===== src/mmu_cfg.svh =====
`ifndef MMU_CFG_SVH
`define MMU_CFG_SVH

// address and field widths
`define MMU_VA_W        32
`define MMU_ASID_W      8
`define MMU_VPN2_W      19   // one tag covers an even/odd page pair
`define MMU_PFN_W       20
`define MMU_OFS_W       12   // 4 KB pages

// tlb geometry
`define MMU_TLB_N       16
`define MMU_IDX_W       4

// top three va bits of the unmapped segments
`define MMU_SEG_KSEG0   3'b100
`define MMU_SEG_KSEG1   3'b101

// page cache attribute
`define MMU_C_UNCACHED  3'd2

// response exception codes
`define MMU_EXC_NONE    2'd0
`define MMU_EXC_REFILL  2'd1
`define MMU_EXC_INVALID 2'd2
`define MMU_EXC_MOD     2'd3

`endif


===== src/mmu_pkg.sv =====
`default_nettype none
`include "mmu_cfg.svh"

package mmu_pkg;

    typedef struct packed {
        logic [`MMU_VPN2_W-1:0] vpn2;
        logic                   odd_page;   // picks even or odd half of the pair
        logic [`MMU_OFS_W-1:0]  offset;
    } page_view_t;

    typedef struct packed {
        logic [2:0]             seg;
        logic [`MMU_VA_W-4:0]   low;
    } seg_view_t;

    // one virtual address, read as tlb fields or as segment bits
    typedef union packed {
        page_view_t page;
        seg_view_t  segment;
    } vaddr_u;

endpackage

`default_nettype wire


===== src/tlb_match_if.sv =====
`timescale 1ns/1ns
`default_nettype none
`include "mmu_cfg.svh"

// result of one tlb search, already narrowed to the selected page
interface tlb_match_if;

    logic                  hit;
    logic [`MMU_PFN_W-1:0] pfn;
    logic [2:0]            cattr;
    logic                  dirty;
    logic                  valid;

    modport array   (output hit, pfn, cattr, dirty, valid);

    modport resolve (input  hit, pfn, cattr, dirty, valid);

endinterface

`default_nettype wire


===== src/seg_map.sv =====
`timescale 1ns/1ns
`default_nettype none
`include "mmu_cfg.svh"

// kernel segment decode
// kseg0 and kseg1 bypass the tlb and alias the low 512 MB of physical space
module seg_map (
    input  mmu_pkg::vaddr_u         va,
    output logic                    mapped,
    output logic                    seg_uncached,
    output logic [`MMU_VA_W-1:0]    direct_paddr
);

    logic in_kseg0;
    logic in_kseg1;

    always_comb begin
        in_kseg0 = (va.segment.seg == `MMU_SEG_KSEG0);
        in_kseg1 = (va.segment.seg == `MMU_SEG_KSEG1);
    end

    // anything outside kseg0/kseg1 goes through the tlb
    assign mapped       = !(in_kseg0 || in_kseg1);
    assign seg_uncached = in_kseg1;

    // strip the segment bits
    assign direct_paddr = {3'b000, va.segment.low};

endmodule

`default_nettype wire


===== src/tlb_array.sv =====
`timescale 1ns/1ns
`default_nettype none
`include "mmu_cfg.svh"

module tlb_array (
    input  wire                     aclk,
    input  wire                     arst_n,
    input  mmu_pkg::vaddr_u         va,
    input  wire [`MMU_ASID_W-1:0]   asid,
    input  wire                     tlb_we,
    input  wire [`MMU_IDX_W-1:0]    tlb_windex,
    input  wire [`MMU_VPN2_W-1:0]   tlb_wvpn2,
    input  wire [`MMU_ASID_W-1:0]   tlb_wasid,
    input  wire                     tlb_wg,
    input  wire [`MMU_PFN_W-1:0]    tlb_wpfn0,
    input  wire [2:0]               tlb_wc0,
    input  wire                     tlb_wd0,
    input  wire                     tlb_wv0,
    input  wire [`MMU_PFN_W-1:0]    tlb_wpfn1,
    input  wire [2:0]               tlb_wc1,
    input  wire                     tlb_wd1,
    input  wire                     tlb_wv1,
    tlb_match_if.array              match
);

    logic [`MMU_VPN2_W-1:0] e_vpn2 [`MMU_TLB_N];
    logic [`MMU_ASID_W-1:0] e_asid [`MMU_TLB_N];
    logic                   e_g    [`MMU_TLB_N];
    logic [`MMU_PFN_W-1:0]  e_pfn0 [`MMU_TLB_N];
    logic [2:0]             e_c0   [`MMU_TLB_N];
    logic                   e_d0   [`MMU_TLB_N];
    logic                   e_v0   [`MMU_TLB_N];
    logic [`MMU_PFN_W-1:0]  e_pfn1 [`MMU_TLB_N];
    logic [2:0]             e_c1   [`MMU_TLB_N];
    logic                   e_d1   [`MMU_TLB_N];
    logic                   e_v1   [`MMU_TLB_N];

    logic [`MMU_TLB_N-1:0]  entry_match;
    logic                   hit_any;
    logic [`MMU_IDX_W-1:0]  hit_idx;

    // indexed write, plays the part of tlbwi
    always_ff @(posedge aclk or negedge arst_n) begin
        if (!arst_n) begin
            for (int i = 0; i < `MMU_TLB_N; i++) begin
                e_vpn2[i] <= '0;
                e_asid[i] <= '0;
                e_g[i]    <= 1'b0;
                e_pfn0[i] <= '0;
                e_c0[i]   <= '0;
                e_d0[i]   <= 1'b0;
                e_v0[i]   <= 1'b0;
                e_pfn1[i] <= '0;
                e_c1[i]   <= '0;
                e_d1[i]   <= 1'b0;
                e_v1[i]   <= 1'b0;
            end
        end else if (tlb_we) begin
            e_vpn2[tlb_windex] <= tlb_wvpn2;
            e_asid[tlb_windex] <= tlb_wasid;
            e_g[tlb_windex]    <= tlb_wg;
            e_pfn0[tlb_windex] <= tlb_wpfn0;
            e_c0[tlb_windex]   <= tlb_wc0;
            e_d0[tlb_windex]   <= tlb_wd0;
            e_v0[tlb_windex]   <= tlb_wv0;
            e_pfn1[tlb_windex] <= tlb_wpfn1;
            e_c1[tlb_windex]   <= tlb_wc1;
            e_d1[tlb_windex]   <= tlb_wd1;
            e_v1[tlb_windex]   <= tlb_wv1;
        end
    end

    // fully associative compare
    always_comb begin
        for (int i = 0; i < `MMU_TLB_N; i++) begin
            entry_match[i] = (e_vpn2[i] == va.page.vpn2) &&
                             (e_g[i] || (e_asid[i] == asid));
        end
    end

    // scan downwards so the lowest matching index is kept
    always_comb begin
        hit_any = 1'b0;
        hit_idx = '0;
        for (int i = `MMU_TLB_N - 1; i >= 0; i--) begin
            if (entry_match[i]) begin
                hit_any = 1'b1;
                hit_idx = i[`MMU_IDX_W-1:0];
            end
        end
    end

    assign match.hit   = hit_any;
    assign match.pfn   = va.page.odd_page ? e_pfn1[hit_idx] : e_pfn0[hit_idx];
    assign match.cattr = va.page.odd_page ? e_c1[hit_idx]   : e_c0[hit_idx];
    assign match.dirty = va.page.odd_page ? e_d1[hit_idx]   : e_d0[hit_idx];
    assign match.valid = va.page.odd_page ? e_v1[hit_idx]   : e_v0[hit_idx];

endmodule

`default_nettype wire


===== src/xlat_resolve.sv =====
`timescale 1ns/1ns
`default_nettype none
`include "mmu_cfg.svh"

module xlat_resolve (
    input  wire                     aclk,
    input  wire                     arst_n,
    input  wire                     xlat_req,
    input  wire                     is_store,
    input  wire                     mapped,
    input  wire                     seg_uncached,
    input  wire [`MMU_VA_W-1:0]     direct_paddr,
    input  mmu_pkg::vaddr_u         va,
    tlb_match_if.resolve            match,
    output logic                    resp_valid,
    output logic [`MMU_VA_W-1:0]    paddr,
    output logic                    uncached,
    output logic [1:0]              exc_code
);

    logic [`MMU_VA_W-1:0] nxt_paddr;
    logic                 nxt_uncached;
    logic [1:0]           nxt_exc;

    always_comb begin
        nxt_paddr    = direct_paddr;
        nxt_uncached = seg_uncached;
        nxt_exc      = `MMU_EXC_NONE;
        if (mapped) begin
            nxt_paddr    = {match.pfn, va.page.offset};
            nxt_uncached = (match.cattr == `MMU_C_UNCACHED);
            // priority: refill, invalid, modified
            if (!match.hit) begin
                nxt_exc = `MMU_EXC_REFILL;
            end else if (!match.valid) begin
                nxt_exc = `MMU_EXC_INVALID;
            end else if (is_store && !match.dirty) begin
                nxt_exc = `MMU_EXC_MOD;   // write to clean page
            end
        end
    end

    always_ff @(posedge aclk or negedge arst_n) begin
        if (!arst_n) begin
            resp_valid <= 1'b0;
        end else begin
            resp_valid <= xlat_req;   // one cycle behind the strobe
        end
    end

    always_ff @(posedge aclk) begin
        if (xlat_req) begin
            paddr    <= nxt_paddr;
            uncached <= nxt_uncached;
            exc_code <= nxt_exc;
        end
    end

endmodule

`default_nettype wire


===== src/mmu_top.sv =====
`timescale 1ns/1ns
`default_nettype none
`include "mmu_cfg.svh"

module mmu_top (
    input  wire                     aclk,
    input  wire                     arst_n,
    // translation request
    input  wire                     xlat_req,
    input  wire [`MMU_VA_W-1:0]     vaddr,
    input  wire [`MMU_ASID_W-1:0]   asid,
    input  wire                     is_store,
    // tlb entry write
    input  wire                     tlb_we,
    input  wire [`MMU_IDX_W-1:0]    tlb_windex,
    input  wire [`MMU_VPN2_W-1:0]   tlb_wvpn2,
    input  wire [`MMU_ASID_W-1:0]   tlb_wasid,
    input  wire                     tlb_wg,
    input  wire [`MMU_PFN_W-1:0]    tlb_wpfn0,
    input  wire [2:0]               tlb_wc0,
    input  wire                     tlb_wd0,
    input  wire                     tlb_wv0,
    input  wire [`MMU_PFN_W-1:0]    tlb_wpfn1,
    input  wire [2:0]               tlb_wc1,
    input  wire                     tlb_wd1,
    input  wire                     tlb_wv1,
    // response, one cycle after the request
    output logic                    resp_valid,
    output logic [`MMU_VA_W-1:0]    paddr,
    output logic                    uncached,
    output logic [1:0]              exc_code
);

    mmu_pkg::vaddr_u      va;
    logic                 mapped;
    logic                 seg_uncached;
    logic [`MMU_VA_W-1:0] direct_paddr;

    tlb_match_if match_bus ();

    assign va = vaddr;

    seg_map u_seg_map (
        .va           (va),
        .mapped       (mapped),
        .seg_uncached (seg_uncached),
        .direct_paddr (direct_paddr)
    );

    tlb_array u_tlb_array (
        .aclk       (aclk),
        .arst_n     (arst_n),
        .va         (va),
        .asid       (asid),
        .tlb_we     (tlb_we),
        .tlb_windex (tlb_windex),
        .tlb_wvpn2  (tlb_wvpn2),
        .tlb_wasid  (tlb_wasid),
        .tlb_wg     (tlb_wg),
        .tlb_wpfn0  (tlb_wpfn0),
        .tlb_wc0    (tlb_wc0),
        .tlb_wd0    (tlb_wd0),
        .tlb_wv0    (tlb_wv0),
        .tlb_wpfn1  (tlb_wpfn1),
        .tlb_wc1    (tlb_wc1),
        .tlb_wd1    (tlb_wd1),
        .tlb_wv1    (tlb_wv1),
        .match      (match_bus)
    );

    xlat_resolve u_xlat_resolve (
        .aclk         (aclk),
        .arst_n       (arst_n),
        .xlat_req     (xlat_req),
        .is_store     (is_store),
        .mapped       (mapped),
        .seg_uncached (seg_uncached),
        .direct_paddr (direct_paddr),
        .va           (va),
        .match        (match_bus),
        .resp_valid   (resp_valid),
        .paddr        (paddr),
        .uncached     (uncached),
        .exc_code     (exc_code)
    );

endmodule

`default_nettype wire


===== config.mk =====
export PLATFORM = sky130hd
export DESIGN_NAME = mmu_top
export DESIGN_NICKNAME = d
export VERILOG_FILES = /design/src/mmu_pkg.sv /design/src/tlb_match_if.sv /design/src/seg_map.sv /design/src/tlb_array.sv /design/src/xlat_resolve.sv /design/src/mmu_top.sv
export VERILOG_INCLUDE_DIRS = /design/src /design/src/src
export SDC_FILE = /design/constraint.sdc
export NUM_CORES = 2
export LEC_CHECK = 0
export BUFFER_PORTS_ARGS = -buffer_cell sky130_fd_sc_hd__buf_4
export CELL_PAD_IN_SITES_DETAIL_PLACEMENT = 1
export CELL_PAD_IN_SITES_GLOBAL_PLACEMENT = 1
export CORE_AREA = 2 2 353 355
export CTS_CLUSTER_DIAMETER = 50
export CTS_CLUSTER_SIZE = 25
export DETAILED_ROUTE_END_ITERATION = 10
export DIE_AREA = 0 0 355 357
export PLACE_DENSITY_LB_ADDON = 0.2
export SETUP_SLACK_MARGIN = 0.3
export SYNTH_ARGS = -nofsm -noshare
export SYNTH_HDL_FRONTEND = slang
export SYNTH_HIERARCHICAL = 1
export SYNTH_SLANG_ARGS = --single-unit
export TNS_END_PERCENT = 5

===== constraint.sdc =====
create_clock -name aclk -period 4.2 [get_ports aclk]
set_input_delay 0.21 -clock aclk [delete_from_list [all_inputs] [get_ports aclk]]
set_output_delay 0.21 -clock aclk [all_outputs]
set_load 0.005 [all_outputs]

# Word level (Yosys, flattened, before mapping)
# Cells that the tools add are included.
[word_totals]
register_bits = 1284
output_inout_bits = 36
elab_cells = 346
[op_classes]
n_eq_ne = 35
n_reduce_logical = 37
mux = 86
bitwise = 3
order_cmp = 3
[op_table]
columns = ["op", "count"]
rows = [
  ["$bwmux W320", 2],
  ["$bwmux W304", 1],
  ["$eq A19 B19 Y1", 16],
  ["$bmux W20 S4", 2],
  ["$bwmux W128", 1],
  ["$eq A8 B8 Y1", 16],
  ["$mux W20", 6],
  ["$bwmux W48", 2],
  ["$bwmux W16", 5],
  ["$demux W20 S4", 1],
  ["$demux W19 S4", 1],
  ["$mux W4", 16],
  ["$demux W8 S4", 1],
  ["$mux W1", 29],
  ["$mux W29", 1],
  ["$bmux W3 S4", 2],
  ["$mux W19", 1],
  ["$logic_and A1 B1 Y1", 18],
  ["$mux W3", 6],
  ["$logic_or A1 B1 Y1", 17],
  ["$bmux W1 S4", 4],
  ["$demux W3 S4", 1],
  ["$ge A5 B5 Y1 const B", 2],
  ["$not A4 Y5", 2],
  ["other kinds (9)", 11],
]

# Depth between registers and ports, before layout
[depth]
ltp_word = 29
ltp_mapped = 19
depth_no_buf = 13

# Hierarchy
# Netlist, hierarchy kept.
[modules_own_cells]
columns = ["mod", "cells_each", "instances", "seq_area_each_um2", "area_per_inst_um2"]
rows = [
  ["tlb_array", 5071, 1, 31230.0, 61476.5],
  ["xlat_resolve", 81, 1, 1076.0, 1656.6],
  ["seg_map", 35, 1, 0.0, 259.0],
]

# Least setup slack after synthesis
# No wires, ideal clock.
[synth_timing]
kind = "input-to-reg"
start = "in asid[5]"
end = "reg u_xlat_resolve.uncached (data pin)"
stages = 18
setup_slack_ns = 0.457
setup_time_ns = 0.170
required_time_ns = 4.030
arrival_ns = 3.573
path_cell_list = "buf_4 buf_6 xor2_1 nor4_1 a21oi_1 or4_4 a211oi_4 o211ai_2 a21oi_4 buf_6 buf_6 buf_6 nand2_1 a32oi_1 nand4_1 nor4_1 nand2_2 o32ai_2"
[synth_between]
elab_chain_len = 26
word_cells_on_any_way = 74
cone_classes = "eq/ne: 17; mux: 24; bitwise: 1; reduce/logical: 32"
[synth_rtl]
columns = ["item", "line_no", "source"]
rows = [
  ["start, declared", "mmu_top.sv:11", "input wire [`MMU_ASID_W-1:0] asid,"],
  ["$eq A8 B8 Y1", "tlb_array.sv:77", "(e_g[i] || (e_asid[i] == asid));"],
  ["$logic_or A1 B1 Y1", "tlb_array.sv:77", ""],
  ["$logic_and A1 B1 Y1", "tlb_array.sv:76", "entry_match[i] = (e_vpn2[i] == va.page.vpn2) &&"],
  ["$mux W4 (15 in a row)", "tlb_array.sv:86", "if (entry_match[i]) begin"],
  ["$mux W4 (*)", "tlb_array.sv:86", ""],
  ["$not A4 Y5 (not written as such) (*)", "tlb_array.sv:95", "assign match.cattr = va.page.odd_page ? e_c1[hit_idx] : e_c0[hit_idx];"],
  ["$bmux W3 S4", "tlb_array.sv:95", ""],
  ["$mux W3 (not written as such) (2 in a row)", "tlb_array.sv:95", ""],
  ["$mux W3 (*)", "tlb_array.sv:95", ""],
  ["net match_bus.cattr[1]", "tlb_match_if.sv:10", "logic [2:0] cattr;"],
  ["$eq A3 B2 Y1 (no line) (*)", "-", ""],
  ["$mux W1 (*)", "xlat_resolve.sv:29", "if (mapped) begin"],
  ["net u_xlat_resolve.nxt_uncached", "xlat_resolve.sv:22", "logic nxt_uncached;"],
  ["end signal, assigned", "xlat_resolve.sv:54", "uncached <= nxt_uncached;"],
  ["end, declared", "xlat_resolve.sv:17", "output logic uncached,"],
]
# Mark *: on every way through the listed nets, which the timed path passes. The rest lies on a longest branch. The select of a mux whose other input is x is not followed.
# A chain may end at the register's enable or synchronous reset.

# Final worst setup path
[layout_timing]
start = "reg u_tlb_array/e_vpn2[22] (netlist name)"
end = "reg u_xlat_resolve.paddr[19] (data pin)"
[layout_between]
elab_chain_len = 23
word_cells_on_any_way = 26
cone_classes = "eq/ne: 1; mux: 23; bitwise: 1; reduce/logical: 1"
[layout_rtl]
columns = ["item", "line_no", "source"]
rows = [
  ["start, declared", "tlb_array.sv:26", "logic [`MMU_VPN2_W-1:0] e_vpn2 [`MMU_TLB_N];"],
  ["start signal, assigned by index", "tlb_array.sv:59", "e_vpn2[tlb_windex] <= tlb_wvpn2;"],
  ["$eq A19 B19 Y1 (*)", "tlb_array.sv:76", ""],
  ["$logic_and A1 B1 Y1 (*)", "tlb_array.sv:76", ""],
  ["$mux W4 (*) (15 in a row)", "tlb_array.sv:86", ""],
  ["$not A4 Y5 (not written as such) (*)", "tlb_array.sv:94", "assign match.pfn = va.page.odd_page ? e_pfn1[hit_idx] : e_pfn0[hit_idx];"],
  ["$bmux W20 S4", "tlb_array.sv:94", ""],
  ["$mux W20 (not written as such) (2 in a row)", "tlb_array.sv:94", ""],
  ["$mux W20 (*)", "tlb_array.sv:94", ""],
  ["net match_bus.pfn[7]", "tlb_match_if.sv:9", "logic [`MMU_PFN_W-1:0] pfn;"],
  ["$mux W29 (*)", "xlat_resolve.sv:29", ""],
  ["net u_xlat_resolve.nxt_paddr[19]", "xlat_resolve.sv:21", "logic [`MMU_VA_W-1:0] nxt_paddr;"],
  ["end signal, assigned", "xlat_resolve.sv:53", "paddr <= nxt_paddr;"],
  ["end, declared", "xlat_resolve.sv:16", "output logic [`MMU_VA_W-1:0] paddr,"],
]
# Marked as above.

==> results.sh <==
export IMPL_outcome="finished with violations"
export IMPL_violations="negative setup slack"
export IMPL_grt_first_pass_wirelength_um=340000
export IMPL_required_time_at_the_worst_slack_endpoint_ns=4.86
export IMPL_critical_path_max_fanout=11
export IMPL_period_minus_slack_ns=5.05
export IMPL_worst_slew_pin_transition_ns=1.05
export IMPL_cts_tree="done"
export IMPL_number_of_remaining_drc_errors=0
export IMPL_clock_transition_at_the_register_clock_pins_on_the_worst_setup_and_hold_paths_after_cts_ns=0.07
export IMPL_seqCellArea_um2=32300
export IMPL_setup_viol_count_final=23
export IMPL_grt_pass1_vias=51597
export IMPL_synth_seq_cells=1284
export IMPL_number_of_vias_in_the_routed_layout=46755
export IMPL_place_hpwl_um=133000
export IMPL_synth_seq_area_share_pct=51.0
export IMPL_synth_lib_cells_used_distinct=73
export IMPL_yosys_top_cells_count="sky130_fd_sc_hd__mux2_2 (1276), sky130_fd_sc_hd__dfrtp_1 (1249), sky130_fd_sc_hd__nand2_1 (469)"
export IMPL_rsz_0062_raised_after_global_routing="yes"
export IMPL_synth_warning_count=6
export IMPL_final_hold_violation_count=0
export IMPL_crit_path_cell_trace="xor2_2 > nor4_4 > nand4_1 > buf_4 > or3_4 > nor4b_4 > buf_4 > buf_6 > a2111oi_4 > nand2b_4 > buf_12 > buf_12 > nor2_4 > buf_12 > a32oi_1 > nand4b_1 > nor4b_4 > mux2_4"
export IMPL_design_final_nets=5702
export IMPL_areaGrowthSynthToFinish_pct=20.1
export IMPL_yosys_cell_count_top_type="sky130_fd_sc_hd__mux2_2"
export IMPL_grt_max_degree=142
export IMPL_maxSlewHeadroom_pct=29.9
export IMPL_design_die_area_um2=127000
export IMPL_post_route_cells_drive_above_1_share_pct=40.8
export IMPL_grt_total_usage_pct=35.7
export IMPL_boundaryPins=163
export IMPL_worstPathBufferInverterCount=6
export IMPL_multiInputGateArea_um2=29400
export IMPL_clk_root_buffer_cell="sky130_fd_sc_hd__clkbuf_16"
export IMPL_width_of_the_chip_um=355
export IMPL_cpMostUsedCell="sky130_fd_sc_hd__buf_12"
export IMPL_worstSetupEndpointType="flop"
export IMPL_finalCoreUtilization_pct=61.9
export IMPL_power_density_nw_per_um2=490
export IMPL_post_drt_wl_per_cell_um=30.9
export IMPL_placement_cell_area_um2=69600
export IMPL_core_area_um2=123000
export IMPL_holdCritPathClass="input port to flop"
export IMPL_timing_critical_path_slowest_stage_cell="sky130_fd_sc_hd__nor4b_4"
export IMPL_io_buffer_count=162
export IMPL_worst_slack_ns=-0.851
export IMPL_post_layout_nonfiller_instances=7330
export IMPL_worstPathArrival_ns=5.71
export IMPL_worst_ir_drop_vdd_mv=0.406
export IMPL_clock_net_sink_count=1284
export IMPL_max_cap_viols=0
export IMPL_layout_cell_area_non_filler_um2=76200
export IMPL_post_place_ws_ns=-1.66
export IMPL_timing_clock_skew_ns=0.0308
export IMPL_drt_pass1_iter_count=7
export IMPL_worstSetupStartpointType="flop"
export IMPL_cts_root_to_sink_buffers=3
export IMPL_yosys_area_top_type="sky130_fd_sc_hd__dfrtp_1"
export IMPL_n_fill_cell=11895
export IMPL_floorplan_initialDensity_pct=51.5
export IMPL_cp_slowest_stage_delay_ns=0.66
export IMPL_vias_per_cell=6.38
export IMPL_drv_slew=0
export IMPL_global_route_overflow_total=0
export IMPL_placedCellCount=6954
export IMPL_gp_congestion=0.850
export IMPL_row_count=129
export IMPL_initialDrtViolationCount=3804
export IMPL_synthCells=5187
export IMPL_cts_buffers=141
export IMPL_synth_cell_area_um2=63400
export IMPL_critPathKind="flop to flop"
export IMPL_clock_fmax_mhz=198
export IMPL_synth_avg_cell_area_um2=12.2
export IMPL_clk_insertion_delay_late_ns=0.79
export IMPL_die_height_um=357
export IMPL_routed_wirelength_um=226000
export IMPL_worst_path_dominant_cell_family="simple AND/OR/NAND/NOR gates"
export IMPL_synth_top_cells_by_area="sky130_fd_sc_hd__dfrtp_1 (49%), sky130_fd_sc_hd__mux2_2 (23%), sky130_fd_sc_hd__xor2_1 (5.3%)"
export IMPL_synth_top_area_share_pct=49.3
export IMPL_drtAntennaViolNets=0
export IMPL_htree_levels=4
export IMPL_antenna_found_initial=8
export IMPL_synth_flop_cell="sky130_fd_sc_hd__dfrtp_1"
export IMPL_synthArstFlopShare_pct=97.3
export IMPL_min_period_over_period_pct=120
export IMPL_leakage_nw=32.7
export IMPL_synth_edff_count=35
## power by group
part / total [mW] / leakage [nW] / switching, mW / internal, mW
clock network: 13.2 / 2.32 / 5.72 / 7.46
registers: 17.2 / 15.7 / 1.96 / 15.3
logic: 6.90 / 14.7 / 3.22 / 3.69
## sequential cells by signal, summed over array words and instances (netlist names), 16 cells and up
name / count
u_tlb_array/e_d1: 16
u_tlb_array/e_c1: 48
u_tlb_array/e_c0: 48
u_tlb_array/e_v1: 16
u_tlb_array/e_g: 16
u_tlb_array/e_d0: 16
u_tlb_array/e_vpn2: 304
u_xlat_resolve/paddr: 32
u_tlb_array/e_pfn0: 320
u_tlb_array/e_v0: 16
u_tlb_array/e_asid: 128
u_tlb_array/e_pfn1: 320
## cell usage in the layout, fill, tap and decap left out, drive strengths merged, types with 4 or more instances in the layout
cell type and n:
a2bb2oi 17, xnor2 48, nor4b 4, a32o 18, dlygate4sd3 101, o2111ai 85, o2bb2ai 4, diode 5
a2111oi 85, nand2b 10, nor4 121, or3 8, mux2i 76, or2 4, dfrtp 1249, o22ai 43
nor2 26, xor2 384, a22oi 91, a32oi 16, mux2 1301, inv 27, o31ai 40, nor3b 85
clkinv 27, nor2b 5, clkinvlp 23, a21oi 130, a21boi 4, o21ai 4, nand4 17, nand3 131
bufinv 10, nand2 470, edfxtp 35, o211ai 88, buf 670, nor3 20, clkbuf 173
## worst register-to-register path, stage by stage (launching register included)
cell and delay [ns]:
sky130_fd_sc_hd__dfrtp_1 0.44, sky130_fd_sc_hd__xor2_2 0.19, sky130_fd_sc_hd__nor4_4 0.43, sky130_fd_sc_hd__nand4_1 0.30, sky130_fd_sc_hd__buf_4 0.23, sky130_fd_sc_hd__or3_4 0.36
sky130_fd_sc_hd__nor4b_4 0.15, sky130_fd_sc_hd__buf_4 0.17, sky130_fd_sc_hd__buf_6 0.12, sky130_fd_sc_hd__a2111oi_4 0.49, sky130_fd_sc_hd__nand2b_4 0.24, sky130_fd_sc_hd__buf_12 0.11
sky130_fd_sc_hd__buf_12 0.10, sky130_fd_sc_hd__nor2_4 0.04, sky130_fd_sc_hd__buf_12 0.14, sky130_fd_sc_hd__a32oi_1 0.19, sky130_fd_sc_hd__nand4b_1 0.25, sky130_fd_sc_hd__nor4b_4 0.66
sky130_fd_sc_hd__mux2_4 0.31
## kinds of logic after synthesis
family | after synthesis | synth area share [%]
buffers and inverters | 533 | 3.96
other | 1 | 0.00592
AND/OR/NAND/NOR | 916 | 7.02
AO/OA/AOI/OAI | 644 | 7.62
XOR/XNOR | 432 | 5.97
flip-flops | 1284 | 51.0
multiplexers | 1377 | 24.5
## stage by stage
stage	total power [mW]	setup TNS, ns	hold WS (ns)
6_report	37.3	-13.87	0.0812
5_1_grt	38.7	-14.52	0.0609
4_1_cts	37.1	-12.35	0.0159
3_5_place_dp	23.7	-25.22	0.283
3_3_place_gp	23.1	-26.19	0.275
2_1_floorplan	21.2	0	-0.0856
## repair_timing
item | 4_1_cts | 5_1_grt
hold endpoints to repair | 1400 | 0
resized for setup | 67 | 30
setup buffers | 13 | 0
pin swaps | 16 | 13
hold buffers | 101 | 0
endpoints found under the setup margin | 23 | 23
cloned | 1 | 0
## per-layer routing
layer	part of all wire [%]	wire length (um)	vias to the layer above	GRT usage [%]
li1	-	-	19514	-
met1	40	90900	24814	45.3
met2	48	109000	1836	59.0
met3	6.2	14000	583	6.07
met4	5.3	12100	8	18.3
met5	0.024	55	-	0
## final timing paths
| check | startpoint | end | slack, ns | depth (start not counted) |
|---|---|---|---|---|
| worst max-delay path | u_tlb_array/e_vpn2[22]$_DFFE_PN0P_ | u_xlat_resolve/paddr[19]$_DFFE_PP_ | -0.85 | 18 |
| worst min-delay path | vaddr[23] | u_xlat_resolve/paddr[23]$_DFFE_PP_ | 0.08 | 3 |
| worst max register to register | u_tlb_array/e_vpn2[22]$_DFFE_PN0P_ | u_xlat_resolve/paddr[19]$_DFFE_PP_ | -0.85 | 18 |
| worst min register to register | u_tlb_array/e_pfn0[307]$_DFFE_PN0P_ | u_tlb_array/e_pfn0[307]$_DFFE_PN0P_ | 0.51 | 1 |
| max in group asynchronous | arst_n | u_tlb_array/e_pfn0[222]$_DFFE_PN0P_ | 2.67 | 3 |
| min in group asynchronous | arst_n | u_tlb_array/e_asid[14]$_DFFE_PN0P_ | 0.09 | 2 |
## area by class of cell
type                            count  area share, %
Timing Repair Buffer              772           9.93
Tap cell                         1637           2.69
Multi-Input combinational cell   3372           38.6
Antenna cell                        5         0.0164
Clock buffer                      173           5.21
Inverter                            4         0.0197
Clock inverter                     83           1.16
Sequential cell                  1284           42.4
Note: power is estimated with default switching activity, not from simulation.
